**src/hdl/gfx_cfg_pkg.sv**
```systemverilog
package gfx_cfg_pkg;

    //////////////////////////////////////////////////////////////////////
    // Display geometry
    //////////////////////////////////////////////////////////////////////

    // Visible pixels per line
    localparam int LINE_WIDTH = 320;

    // Width of a pixel position on the line
    localparam int XPOS_W = 9;

    // Map columns per line, one extra for the fine scroll
    localparam int TILE_COLUMNS = 41;

    // Entries in the sprite attribute table
    localparam int SPRITE_COUNT = 64;

    // First active video line
    localparam int VLINE_OFFSET = 15;

    // Video RAM word address width
    localparam int VRAM_ADDR_W = 13;

    //////////////////////////////////////////////////////////////////////
    // Background mode
    //////////////////////////////////////////////////////////////////////

    // Both bitmap codes render as disabled
    typedef enum logic [1:0] {
        mode_disabled = 2'b00,
        mode_tile     = 2'b01,
        mode_bm1      = 2'b10,
        mode_bm4      = 2'b11
    } gfx_mode_t;

endpackage

```
**src/hdl/gfx_data_pkg.sv**
```systemverilog
package gfx_data_pkg;

    // Tile map entry as stored in video RAM, bit 15 first
    typedef struct packed {
        logic [1:0] reserved_hi;
        logic [1:0] palette;
        logic       reserved;
        logic       vflip;
        logic       hflip;
        logic [8:0] tile_idx;
    } map_entry_t;

    // One sprite attribute table entry
    typedef struct packed {
        logic [gfx_cfg_pkg::XPOS_W-1:0] x;
        logic [7:0]                     y;
        logic [8:0]                     idx;
        logic                           enable;
        logic                           priority_bit;
        logic [1:0]                     palette;
        logic                           h16;
        logic                           vflip;
        logic                           hflip;
        logic                           reserved;
    } sprite_attr_t;

    // Eight pixels for the renderer, pixel 0 in the top nibble
    typedef struct packed {
        logic [31:0]                    data;
        logic [gfx_cfg_pkg::XPOS_W-1:0] idx;
        logic                           is_sprite;
        logic                           hflip;
        logic [1:0]                     palette;
    } render_req_t;

    // Line buffer pixel
    typedef struct packed {
        logic [1:0] palette;
        logic [3:0] color;
    } pixel_t;

endpackage

```
**src/hdl/gfx.sv**
```systemverilog
module gfx #(
    parameter int LINE_WIDTH   = gfx_cfg_pkg::LINE_WIDTH,
    parameter int SPRITE_COUNT = gfx_cfg_pkg::SPRITE_COUNT,
    parameter int VLINE_OFFSET = gfx_cfg_pkg::VLINE_OFFSET
) (
    input  logic                                 clk,
    input  logic                                 reset,
    input  logic                                 start,
    input  gfx_cfg_pkg::gfx_mode_t               gfx_mode,
    input  logic                                 sprites_enable,
    input  logic [8:0]                           scrx,
    input  logic [7:0]                           scry,
    input  logic [7:0]                           vline,
    output logic [gfx_cfg_pkg::VRAM_ADDR_W-1:0]  vaddr,
    input  logic [15:0]                          vdata,
    output logic [5:0]                           spr_sel,
    input  gfx_data_pkg::sprite_attr_t           spr_attr,
    input  logic [gfx_cfg_pkg::XPOS_W-1:0]       linebuf_rdidx,
    output gfx_data_pkg::pixel_t                 linebuf_data,
    output logic                                 busy
);

    logic [5:0] col;
    logic [5:0] col_cnt;
    logic       spr_last;
    logic       cnt_load;
    logic       col_step;
    logic       spr_step;

    gfx_data_pkg::render_req_t req;
    logic render_start;
    logic render_busy;
    logic render_last_pixel;
    logic linesel;

    logic [gfx_cfg_pkg::XPOS_W-1:0] wridx;
    gfx_data_pkg::pixel_t           wrdata;
    logic                           wren;

    gfx_fetch_fsm #(
        .SPRITE_COUNT(SPRITE_COUNT),
        .VLINE_OFFSET(VLINE_OFFSET)
    ) i_fetch_fsm (
        .clk(clk), .reset(reset), .start(start), .gfx_mode(gfx_mode),
        .sprites_enable(sprites_enable), .scrx(scrx), .scry(scry), .vline(vline),
        .vdata(vdata), .spr_attr(spr_attr), .col(col), .col_cnt(col_cnt),
        .spr_sel(spr_sel), .spr_last(spr_last), .render_busy(render_busy),
        .render_last_pixel(render_last_pixel), .vaddr(vaddr), .cnt_load(cnt_load),
        .col_step(col_step), .spr_step(spr_step), .req(req),
        .render_start(render_start), .linesel(linesel), .busy(busy)
    );

    gfx_column_counter i_column_counter (
        .clk(clk), .reset(reset), .load(cnt_load), .scrx(scrx),
        .col_step(col_step), .spr_step(spr_step), .col(col), .col_cnt(col_cnt),
        .spr_sel(spr_sel), .spr_last(spr_last)
    );

    gfx_renderer #(.LINE_WIDTH(LINE_WIDTH)) i_renderer (
        .clk(clk), .reset(reset), .req(req), .render_start(render_start),
        .busy(render_busy), .last_pixel(render_last_pixel),
        .wridx(wridx), .wrdata(wrdata), .wren(wren)
    );

    gfx_linebuf #(.LINE_WIDTH(LINE_WIDTH)) i_linebuf (
        .clk(clk), .linesel(linesel), .wridx(wridx), .wrdata(wrdata), .wren(wren),
        .rdidx(linebuf_rdidx), .rddata(linebuf_data)
    );

endmodule

```
**src/hdl/gfx_column_counter.sv**
```systemverilog
module gfx_column_counter (
    input  logic       clk,
    input  logic       reset,
    input  logic       load,
    input  logic [8:0] scrx,
    input  logic       col_step,
    input  logic       spr_step,
    output logic [5:0] col,
    output logic [5:0] col_cnt,
    output logic [5:0] spr_sel,
    output logic       spr_last
);

    logic [5:0] col_r;
    logic [5:0] col_cnt_r;
    // Extra top bit flags a full pass over the table
    logic [6:0] spr_r;

    always_ff @(posedge clk) begin
        if (reset) begin
            col_r     <= 6'd0;
            col_cnt_r <= 6'd0;
            spr_r     <= 7'd0;
        end else if (load) begin
            col_r     <= scrx[8:3];
            col_cnt_r <= 6'd0;
            spr_r     <= 7'd0;
        end else begin
            // Map column wraps over 64
            if (col_step) begin
                col_r     <= col_r + 6'd1;
                col_cnt_r <= col_cnt_r + 6'd1;
            end
            if (spr_step && !spr_r[6])
                spr_r <= spr_r + 7'd1;
        end
    end

    assign col      = col_r;
    assign col_cnt  = col_cnt_r;
    assign spr_sel  = spr_r[5:0];
    assign spr_last = spr_r[6];

endmodule

```
**src/hdl/gfx_fetch_fsm.sv**
```systemverilog
module gfx_fetch_fsm #(
    parameter int SPRITE_COUNT = 64,
    parameter int VLINE_OFFSET = 15
) (
    input  logic                           clk,
    input  logic                           reset,
    input  logic                           start,
    input  gfx_cfg_pkg::gfx_mode_t         gfx_mode,
    input  logic                           sprites_enable,
    input  logic [8:0]                     scrx,
    input  logic [7:0]                     scry,
    input  logic [7:0]                     vline,
    input  logic [15:0]                    vdata,
    input  gfx_data_pkg::sprite_attr_t     spr_attr,
    input  logic [5:0]                     col,
    input  logic [5:0]                     col_cnt,
    input  logic [5:0]                     spr_sel,
    input  logic                           spr_last,
    input  logic                           render_busy,
    input  logic                           render_last_pixel,
    output logic [gfx_cfg_pkg::VRAM_ADDR_W-1:0] vaddr,
    output logic                           cnt_load,
    output logic                           col_step,
    output logic                           spr_step,
    output gfx_data_pkg::render_req_t      req,
    output logic                           render_start,
    output logic                           linesel,
    output logic                           busy
);

    typedef enum logic [2:0] {
        st_done,
        st_map1,
        st_map2,
        st_pat1,
        st_pat2,
        st_spr
    } state_t;

    localparam logic [7:0] VOFS      = 8'(VLINE_OFFSET);
    localparam logic [6:0] SPR_END   = 7'(SPRITE_COUNT);
    localparam logic [5:0] LAST_COLS = 6'(gfx_cfg_pkg::TILE_COLUMNS);

    state_t state_r, state_next;
    state_t ret_r, ret_next;
    logic [gfx_cfg_pkg::VRAM_ADDR_W-1:0] vaddr_r, vaddr_next;
    gfx_data_pkg::render_req_t req_r, req_next;
    logic busy_r, busy_next;
    logic linesel_r, linesel_next;
    logic blank_r, blank_next;

    logic [7:0] line_idx;
    logic [7:0] tline;
    logic [15:0] vdata_eff;
    gfx_data_pkg::map_entry_t map_entry;
    logic [2:0] tile_line;
    logic renderer_free;

    logic [3:0] spr_height;
    logic [7:0] ydiff;
    logic spr_on_line;
    logic [3:0] spr_line;
    logic scan_end;

    assign line_idx  = vline - VOFS;
    assign tline     = line_idx + scry;

    // Disabled background reads as all zero
    assign vdata_eff = blank_r ? 16'h0000 : vdata;
    assign map_entry = vdata_eff;
    assign tile_line = map_entry.vflip ? ~tline[2:0] : tline[2:0];

    assign renderer_free = !render_busy || render_last_pixel;

    // Sprite visibility on this line
    assign spr_height  = spr_attr.h16 ? 4'd15 : 4'd7;
    assign ydiff       = line_idx - spr_attr.y;
    assign spr_on_line = spr_attr.enable && (ydiff <= {4'd0, spr_height});
    assign spr_line    = spr_attr.vflip ? (spr_height - ydiff[3:0]) : ydiff[3:0];
    assign scan_end    = spr_last || ({1'b0, spr_sel} >= SPR_END);

    //////////////////////////////////////////////////////////////////////
    // Fetch sequencing
    //////////////////////////////////////////////////////////////////////
    always_comb begin
        state_next   = state_r;
        ret_next     = ret_r;
        vaddr_next   = vaddr_r;
        req_next     = req_r;
        busy_next    = busy_r;
        linesel_next = linesel_r;
        blank_next   = blank_r;
        col_step     = 1'b0;
        spr_step     = 1'b0;
        render_start = 1'b0;

        if (start) begin
            busy_next          = 1'b1;
            linesel_next       = !linesel_r;
            blank_next         = (gfx_mode != gfx_cfg_pkg::mode_tile);
            state_next         = st_map1;
            req_next.is_sprite = 1'b0;
            req_next.idx       = (gfx_mode == gfx_cfg_pkg::mode_tile) ?
                                 (9'd0 - {6'd0, scrx[2:0]}) : 9'd0;
        end else if (busy_r) begin
            case (state_r)
                st_done: begin
                    if (!render_busy)
                        busy_next = 1'b0;
                end

                st_map1: begin
                    if (col_cnt == LAST_COLS) begin
                        blank_next = 1'b0;
                        state_next = sprites_enable ? st_spr : st_done;
                    end else begin
                        vaddr_next = {2'b00, tline[7:3], col};
                        state_next = st_map2;
                    end
                end

                st_map2: begin
                    vaddr_next       = {map_entry.tile_idx, tile_line, 1'b0};
                    req_next.hflip   = map_entry.hflip;
                    req_next.palette = map_entry.palette;
                    col_step         = 1'b1;
                    ret_next         = st_map1;
                    state_next       = st_pat1;
                end

                st_pat1: begin
                    req_next.data[31:24] = vdata_eff[7:0];
                    req_next.data[23:16] = vdata_eff[15:8];
                    vaddr_next[0]        = 1'b1;
                    state_next           = st_pat2;
                end

                st_pat2: begin
                    if (renderer_free) begin
                        req_next.data[15:8] = vdata_eff[7:0];
                        req_next.data[7:0]  = vdata_eff[15:8];
                        render_start        = 1'b1;
                        state_next          = ret_r;
                    end
                end

                st_spr: begin
                    req_next.is_sprite = 1'b1;
                    if (scan_end) begin
                        state_next = st_done;
                    end else begin
                        spr_step = 1'b1;
                        if (spr_on_line) begin
                            req_next.idx     = spr_attr.x;
                            req_next.hflip   = spr_attr.hflip;
                            req_next.palette = spr_attr.palette;
                            vaddr_next       = {spr_attr.idx[8:1],
                                                spr_attr.idx[0] ^ spr_line[3],
                                                spr_line[2:0], 1'b0};
                            ret_next         = st_spr;
                            state_next       = st_pat1;
                        end
                    end
                end

                default: state_next = st_done;
            endcase

            // Next tile lands 8 pixels further on
            if (render_start)
                req_next.idx = req_r.idx + 9'd8;
        end
    end

    always_ff @(posedge clk) begin
        if (reset) begin
            state_r   <= st_done;
            ret_r     <= st_done;
            vaddr_r   <= '0;
            busy_r    <= 1'b0;
            linesel_r <= 1'b0;
            blank_r   <= 1'b0;
        end else begin
            state_r   <= state_next;
            ret_r     <= ret_next;
            vaddr_r   <= vaddr_next;
            busy_r    <= busy_next;
            linesel_r <= linesel_next;
            blank_r   <= blank_next;
        end
    end

    always_ff @(posedge clk) begin
        req_r <= req_next;
    end

    // Second pattern word goes straight through to the renderer
    always_comb begin
        req      = req_r;
        req.data = req_next.data;
    end

    assign vaddr    = vaddr_next;
    assign cnt_load = start;
    assign linesel  = linesel_r;
    assign busy     = busy_r;

endmodule

```
**src/hdl/gfx_linebuf.sv**
```systemverilog
module gfx_linebuf #(
    parameter int LINE_WIDTH = 320
) (
    input  logic                           clk,
    input  logic                           linesel,
    input  logic [gfx_cfg_pkg::XPOS_W-1:0] wridx,
    input  gfx_data_pkg::pixel_t           wrdata,
    input  logic                           wren,
    input  logic [gfx_cfg_pkg::XPOS_W-1:0] rdidx,
    output gfx_data_pkg::pixel_t           rddata
);

    // Two halves, one per line
    gfx_data_pkg::pixel_t mem [2][LINE_WIDTH];

    always_ff @(posedge clk) begin
        if (wren)
            mem[linesel][wridx] <= wrdata;
    end

    // Display side reads the half not being drawn
    always_ff @(posedge clk) begin
        rddata <= mem[!linesel][rdidx];
    end

endmodule

```
**src/hdl/gfx_renderer.sv**
```systemverilog
module gfx_renderer #(
    parameter int LINE_WIDTH = 320
) (
    input  logic                              clk,
    input  logic                              reset,
    input  gfx_data_pkg::render_req_t         req,
    input  logic                              render_start,
    output logic                              busy,
    output logic                              last_pixel,
    output logic [gfx_cfg_pkg::XPOS_W-1:0]    wridx,
    output gfx_data_pkg::pixel_t              wrdata,
    output logic                              wren
);

    gfx_data_pkg::render_req_t req_r;
    logic [2:0] cnt_r;
    logic       busy_r;

    logic [2:0] nib_sel;
    logic [3:0] color;
    logic [gfx_cfg_pkg::XPOS_W-1:0] pos;
    logic in_range;
    logic transparent;

    //////////////////////////////////////////////////////////////////////
    // Pixel counter
    //////////////////////////////////////////////////////////////////////
    always_ff @(posedge clk) begin
        if (reset) begin
            busy_r <= 1'b0;
            cnt_r  <= 3'd0;
        end else if (render_start) begin
            busy_r <= 1'b1;
            cnt_r  <= 3'd0;
        end else if (busy_r) begin
            cnt_r <= cnt_r + 3'd1;
            if (cnt_r == 3'd7)
                busy_r <= 1'b0;
        end
    end

    // Request payload
    always_ff @(posedge clk) begin
        if (render_start)
            req_r <= req;
    end

    //////////////////////////////////////////////////////////////////////
    // Pixel output
    //////////////////////////////////////////////////////////////////////

    // Mirrored order on hflip
    assign nib_sel = req_r.hflip ? ~cnt_r : cnt_r;
    assign color   = req_r.data[{~nib_sel, 2'b00} +: 4];
    assign pos     = req_r.idx + {6'd0, cnt_r};

    // Negative positions wrap to large values and are dropped here too
    assign in_range    = (pos < LINE_WIDTH);
    assign transparent = req_r.is_sprite && (color == 4'd0);

    assign wridx          = pos;
    assign wrdata.palette = req_r.palette;
    assign wrdata.color   = color;
    assign wren           = busy_r && in_range && !transparent;

    assign busy       = busy_r;
    assign last_pixel = busy_r && (cnt_r == 3'd7);

endmodule

```
**config.mk**
```make
export PLATFORM = sky130hd
export DESIGN_NAME = gfx
export DESIGN_NICKNAME = d
export VERILOG_FILES = /design/src/hdl/gfx_cfg_pkg.sv /design/src/hdl/gfx_data_pkg.sv /design/src/hdl/gfx.sv /design/src/hdl/gfx_column_counter.sv /design/src/hdl/gfx_fetch_fsm.sv /design/src/hdl/gfx_linebuf.sv /design/src/hdl/gfx_renderer.sv
export SDC_FILE = /design/constraint.sdc
export NUM_CORES = 2
export LEC_CHECK = 0
export BUFFER_PORTS_ARGS = -buffer_cell sky130_fd_sc_hd__buf_4
export CAP_MARGIN = 20
export CORE_ASPECT_RATIO = 0.75
export CORE_MARGIN = 5
export CORE_UTILIZATION = 25
export DETAILED_ROUTE_END_ITERATION = 6
export SLEW_MARGIN = 20
export SYNTH_ARGS = -nofsm -noshare
export SYNTH_HDL_FRONTEND = slang
export SYNTH_SLANG_ARGS = --single-unit
```
**constraint.sdc**
```tcl
create_clock -name clk -period 43.1 [get_ports clk]
set_input_delay 0 -clock clk [delete_from_list [all_inputs] [get_ports clk]]
set_output_delay 0 -clock clk [all_outputs]
set_load 0.005 [all_outputs]
```
**Yosys cells after proc, flatten, opt, wreduce, memory -nomap -nowiden**

Memory sizes are Yosys's and may differ from the RTL's.
Cells that the tools add are included.

- Register bits after elaboration: 141
- Logic and storage cells: 166
- Output and inout port bits: 26
- Memories: 1
- Memory bits (writable): 3840
- Input bits: 90

- Bitwise operators: 8
- Reductions and logical operators: 29
- Add/sub/neg operators: 11
- Magnitude comparators: 5
- Equality and inequality tests: 17
- Mux-type cells: 70
- Shift-type cells: 1

Memory list:

| name | words | width | read ports | clocked after memory_dff | wr ports | RTL line | RTL |
|---|---|---|---|---|---|---|---|
| i_linebuf.mem | 2 | 1920 | 1 | 0 | 1 | gfx_linebuf.sv:14 | `gfx_data_pkg::pixel_t mem [2][LINE_WIDTH];` |

Operators by type and width:

| operator | count |
|---|---|
| two-way mux 1920 bit | 1 |
| two-way mux 13 bit | 5 |
| two-way mux 16 bit | 4 |
| binary-select mux 6 bit (select 9 bit) | 1 |
| demux 6 bit (select 9 bit) | 1 |
| two-way mux 45 bit | 1 |
| two-way mux 9 bit | 4 |
| one-hot mux 12 bit (3 select lines) | 1 |
| two-way mux 3 bit | 11 |
| two-way mux 32 bit | 1 |
| indexed part select 32 x 6 -> 4 bit | 1 |
| two-way mux 6 bit | 5 |
| two-way mux 1 bit | 27 |
| greater-or-equal comparator 10 bit, second input constant | 2 |
| two-way mux 10 bit | 2 |
| inverter 9 -> 10 bit | 2 |
| one-hot mux 3 bit (6 select lines) | 1 |
| adder 6 x 1 -> 6 bit, second input constant | 2 |
| one-hot mux 3 bit (2 select lines) | 2 |
| AND reduction 4 bit | 3 |
| less-than comparator 10 x 1 -> 1 bit, second input constant | 1 |
| nonzero test 2 bit | 5 |
| adder 9 x 3 -> 9 bit | 1 |
| adder 9 x 4 -> 9 bit, second input constant | 1 |
| 35 further kinds | 56 |

**Logic depth before layout (Yosys ltp)**

- Word-level depth: 10
- Depth in mapped cells: 16
- Depth with buffers taken out: 15

**Hierarchy**

Synthesis repeated with hierarchy kept, for this count alone.

- Cells, all modules: 7960
- Area total of the unflattened synthesis: 157881.4 um^2

Modules (own cells, without submodules):

| module | cells each | instances | seq. area each (um^2) | area each (um^2) |
|---|---|---|---|---|
| gfx_linebuf | 7131 | 1 | 115430.7 | 150066.4 |
| gfx_fetch_fsm | 545 | 1 | 1441.4 | 4518.1 |
| gfx_renderer | 190 | 1 | 1431.4 | 2449.8 |
| gfx_column_counter | 94 | 1 | 380.4 | 847.1 |

**Least setup slack after synthesis**

Ideal clock, no wire load.

- Path type: reg2reg
- Start point: reg i_renderer.req_r[2] (netlist bit)
- End point: mem i_linebuf.mem[0][1005] (netlist bit) (data pin)
- Required time: 39.926 ns
- Period minus slack after synthesis: 19.147 ns
- Arrival: 15.973 ns
- Setup slack: 23.953 ns
- Library setup time: 3.174 ns
- Stages on the path, launching flop included: 7
- Path buffers: 1
- Cells stage by stage: edfxtp_1 buf_2 and2b_1 a22oi_1 a221oi_1 a21oi_1 nor2_1

RTL lines:

| what | RTL line | RTL |
|---|---|---|
| from (decl) | gfx_renderer.sv:15 | `gfx_data_pkg::render_req_t req_r;` |
| from (signal assigned) | gfx_renderer.sv:45 | `req_r <= req;` |
| to (decl) | gfx_linebuf.sv:14 |  |

**Worst setup path after layout**

- Start point: reg i_fetch_fsm.linesel_r, in the netlist i_fetch_fsm.linesel
- End point: reg i_linebuf.rddata[3] (netlist bit)

- Word-level cells in the longest chain between the ends: 5

RTL lines:

| what | RTL line | RTL |
|---|---|---|
| from (decl) | gfx_fetch_fsm.sv:49 | `logic linesel_r, linesel_next;` |
| from (signal assigned) | gfx_fetch_fsm.sv:188 | `linesel_r <= linesel_next;` |
| zero test 1 bit | gfx_linebuf.sv:23 | `rddata <= mem[!linesel][rdidx];` |
| memory read (2 x 1920 bit) | -- |  |
| binary-select mux 6 bit (select 9 bit) | gfx_linebuf.sv:23 |  |
| two-way mux 6 bit (implied by the code) (2 in series) | gfx_linebuf.sv:23 |  |
| to (signal assigned) | gfx_linebuf.sv:23 |  |
| to (decl) | gfx_linebuf.sv:10 | `output gfx_data_pkg::pixel_t rddata` |

Every way passes these cells. The select of a mux whose other input is x is not followed.
A chain may end at the register's enable or synchronous reset.

==> results.py <==
metrics = {
    "outcome": {
        "status": "finished clean",
    },
    "clock_tree": {
        "numCtsBuffers": 391,
        "post_cts_buffers": 0,
        "cts.clk_slew.worst_paths_ns": 0.06,
        "cts_sinks": 3980,
        "cts.path.max_buffers": 4,
        "h-tree-depth": 5,
        "cts-root-buf": "clkbuf_16",
        "ctsResizeCount": 0,
        "tritoncts": "done",
        "clk_latency_ns": 0.95,
        "ctsHoldBuffers": 132,
    },
    "power": {
        "pwr-share-comb_pct": 5.5,
        "ir_drop_uv": 31.9,
        "p_int_mw": 6.32,
        "power.density_mw_per_mm2": 44.1,
        "total_leakage_power_nw": 54.4,
        "clkPwrFrac_pct": 42.5,
        "share_seq_of_total_power_pct": 52.0,
        "power_switching_mw": 1.74,
        "power.total_mw": 8.06,
        "swShare_pct": 21.5,
    },
    "setup_path": {
        "reg2reg_slack_ns": 35.94,
        "cp_data_arrival_time_ns": 7.97,
        "worstPathRequired_ns": 43.92,
        "worst-path-max-fanout": 98,
        "rr_worst_depth": 12,
        "r2r_start": "i_fetch_fsm.linesel$_SDFFE_PP0P_",
        "path_class": "reg2reg",
        "timing.critical_path.to_type": "flip-flop",
        "r2r_end": "i_linebuf.rddata[3]$_DFF_P_",
        "start_kind": "flip-flop",
    },
    "cells_and_area": {
        "fin_util_pct": 29.0,
        "multiInputGateArea_sq_mm": 0.0367,
        "layout_commonest_cell": "edfxtp_1",
        "area_delta_synth_final_pct": 15.5,
        "seqCellArea_sq_mm": 0.119,
        "layout-drive-gt1-share_pct": 23.2,
        "final_cell_mix": "3897 x edfxtp_1, 994 x mux4_2, 398 x nor3_1, 397 x clkbuf_16, 391 x nor2_1",
        "nets": 8309,
        "fill_cells": 61054,
    },
    "sta": {
        "period_needed_ns": 7.16,
        "fmax_mhz": 140,
        "maxSlewHeadroom_pct": 17.9,
        "fin_skew_ns": 0.0443,
        "finalSetupTns_ns": 0,
        "finalMaxSlewViolations": 0,
        "finalSetupViolCount": 0,
        "rsz0062_at_grt": "no",
        "finalCritPeriodShare_pct": 16.6,
        "worstMarginPinSlew_ns": 1.22,
        "hold_viol_final": 0,
    },
    "logic_synthesis": {
        "yosysWarningCount": 0,
        "synth-seq-area-share_pct": 75.1,
        "synth.ff_latch_count": 3980,
        "synth-edff-count": 3897,
        "avgSynthCellArea_sq_um": 20.0,
        "synth_nets": 8005,
        "netlist_area_sq_mm": 0.158,
        "synth_cell_type_count": 86,
        "synth_cells": 7885,
        "synth-main-ff-cell": "edfxtp_1",
        "synthArstFlopShare_pct": 0,
    },
    "min_path": {
        "hp-class": "in2reg",
        "whs_endpoint": "i_fetch_fsm.req[3]$_SDFFE_PP0P_",
        "min_path_cells": 3,
        "hold_path_startpoint": "start",
    },
    "route": {
        "antenna_left": 0,
        "drt-total-wl_microns": 439000,
        "first_iter_violations": 12185,
        "routed_via_density": 4.87,
        "wl_per_cell_microns": 26.0,
        "drc_errors": 0,
        "dr.pass1.iters": 6,
        "vias": 82361,
    },
    "global_routing": {
        "grt_max_degree": 216,
        "grt_pass1_vias": 80409,
        "grt_overflow": 0,
        "grt_util_all_layers_pct": 13.0,
        "grt_antenna_before_repair": 44,
        "grt_pass1_wl_microns": 621000,
    },
    "floorplan": {
        "core_area_sq_mm": 0.629,
        "rows": 252,
        "die_y_microns": 699,
        "die_width_microns": 928,
        "dieArea_sq_mm": 0.648,
        "ios": 116,
        "start_util_pct": 25.1,
    },
    "place": {
        "routabilityCongestion": 0.836,
        "io_buffers": 113,
        "hpwl_microns": 272000,
    },
    "flow_run": {
        "maxCapViolCount": 0,
    },
}
==> power groups by stage <==
stage / logic (mW) / registers, mW / clock network, mW
floorplan: 0.301 / 4.27 / 0
global placement: 0.433 / 4.27 / 0
detailed placement: 0.434 / 4.27 / 0
CTS: 0.445 / 4.19 / 3.47
global route: 0.468 / 4.19 / 3.64
finish: 0.446 / 4.19 / 3.42
==> state kept, by name (all words and copies together) (netlist names) <==
| name | count |
|---|---|
| i_fetch_fsm.req | 13 |
| i_fetch_fsm.linesel | 1 |
| i_linebuf.rddata | 6 |
| i_linebuf.mem | 3840 |
| i_fetch_fsm.vaddr_r | 13 |
| i_fetch_fsm.busy | 1 |
| i_renderer.wrdata | 2 |
| i_column_counter.spr_r | 7 |
| i_column_counter.col | 6 |
| i_fetch_fsm.ret_r | 2 |
| i_renderer.busy | 1 |
| i_fetch_fsm.blank_r | 1 |
| i_fetch_fsm.state_r | 3 |
| i_fetch_fsm.req_r | 32 |
| i_renderer.req_r | 43 |
| i_renderer.cnt_r | 3 |
| i_column_counter.col_cnt | 6 |
==> cell type report <==
cell class                      instances  share of cell area [%]
Antenna cell                           11                  0.0151
Clock buffer                          467                    5.60
Clock inverter                        247                    1.34
Inverter                               33                  0.0754
Multi-Input combinational cell       3344                    20.1
Sequential cell                      3980                    65.0
Tap cell                             8382                    5.75
Timing Repair Buffer                  439                    2.09
==> stage by stage <==
step                      cells  worst slack (ns)  cell area (sq um)  hold slack (ns)
final                     16903             35.94             183000           0.0856
after global routing      16896             35.44             183000           0.0874
after detailed placement  16043             36.44             168000            0.254
after global placement    16041             36.46             168000            0.250
after floorplan            7885             23.95             158000            0.143
after CTS                 16889             35.85             182000         0.000147
==> synthesized netlist by cell type, drive strengths merged (35+ instances only) <==
cell type | number | area, sq um
mux4 | 994 | 22400
o21ai | 121 | 606
nand2b | 44 | 275
a21oi | 119 | 596
mux2i | 183 | 1830
nor2b | 35 | 219
dfxtp | 83 | 1660
clkbuf | 233 | 876
a221oi | 45 | 407
nand2 | 298 | 1120
nand3 | 75 | 385
o22ai | 64 | 400
buf | 295 | 2020
nor2 | 396 | 1490
edfxtp | 3897 | 117000
a22oi | 108 | 816
a211oi | 46 | 345
nor3 | 428 | 2150
==> cell families after synthesis <==
family	after synthesis	share of synthesized area, %
flops	3980	75.1
simple gates	1378	4.01
mux	1196	15.5
compound gates	686	2.98
buf+inv	561	1.91
xor+xnor	54	0.299
fa+ha+maj	30	0.252
==> critical path: stages, from the launching register on <==
cell	delay [ns]
dfxtp_4	0.82
buf_12	0.55
buf_12	0.70
buf_4	0.77
buf_4	0.77
mux4_2	0.63
mux2i_1	0.21
a211oi_1	0.14
nand2_1	0.21
nand3_1	0.22
o31ai_1	0.93
o31ai_2	0.16
dlygate4sd3_1	0.60
==> worst max path at each step <==
stage	slack (ns)	endpoint	start
floorplan	23.95	i_linebuf.mem[0][1005]$_DFFE_PP_	i_renderer.req_r[2]$_DFFE_PP_
global placement	36.46	i_linebuf.rddata[3]$_DFF_P_	i_fetch_fsm.linesel$_SDFFE_PP0P_
detailed placement	36.44	i_linebuf.rddata[5]$_DFF_P_	i_fetch_fsm.linesel$_SDFFE_PP0P_
CTS	35.85	i_linebuf.rddata[3]$_DFF_P_	i_fetch_fsm.linesel$_SDFFE_PP0P_
global route	35.44	i_linebuf.rddata[3]$_DFF_P_	i_fetch_fsm.linesel$_SDFFE_PP0P_
finish	35.94	i_linebuf.rddata[3]$_DFF_P_	i_fetch_fsm.linesel$_SDFFE_PP0P_
==> routing by layer <==
metal / share of wire, % / GRT usage, % / up-vias
met2: 43 / 18.8 / 4258
li1: - / - / 33412
met4: 2.6 / 3.24 / 6
met5: 0.0077 / 0 / -
met3: 11 / 3.29 / 635
met1: 43 / 19.4 / 44050
(Power assumes the default switching activity.)
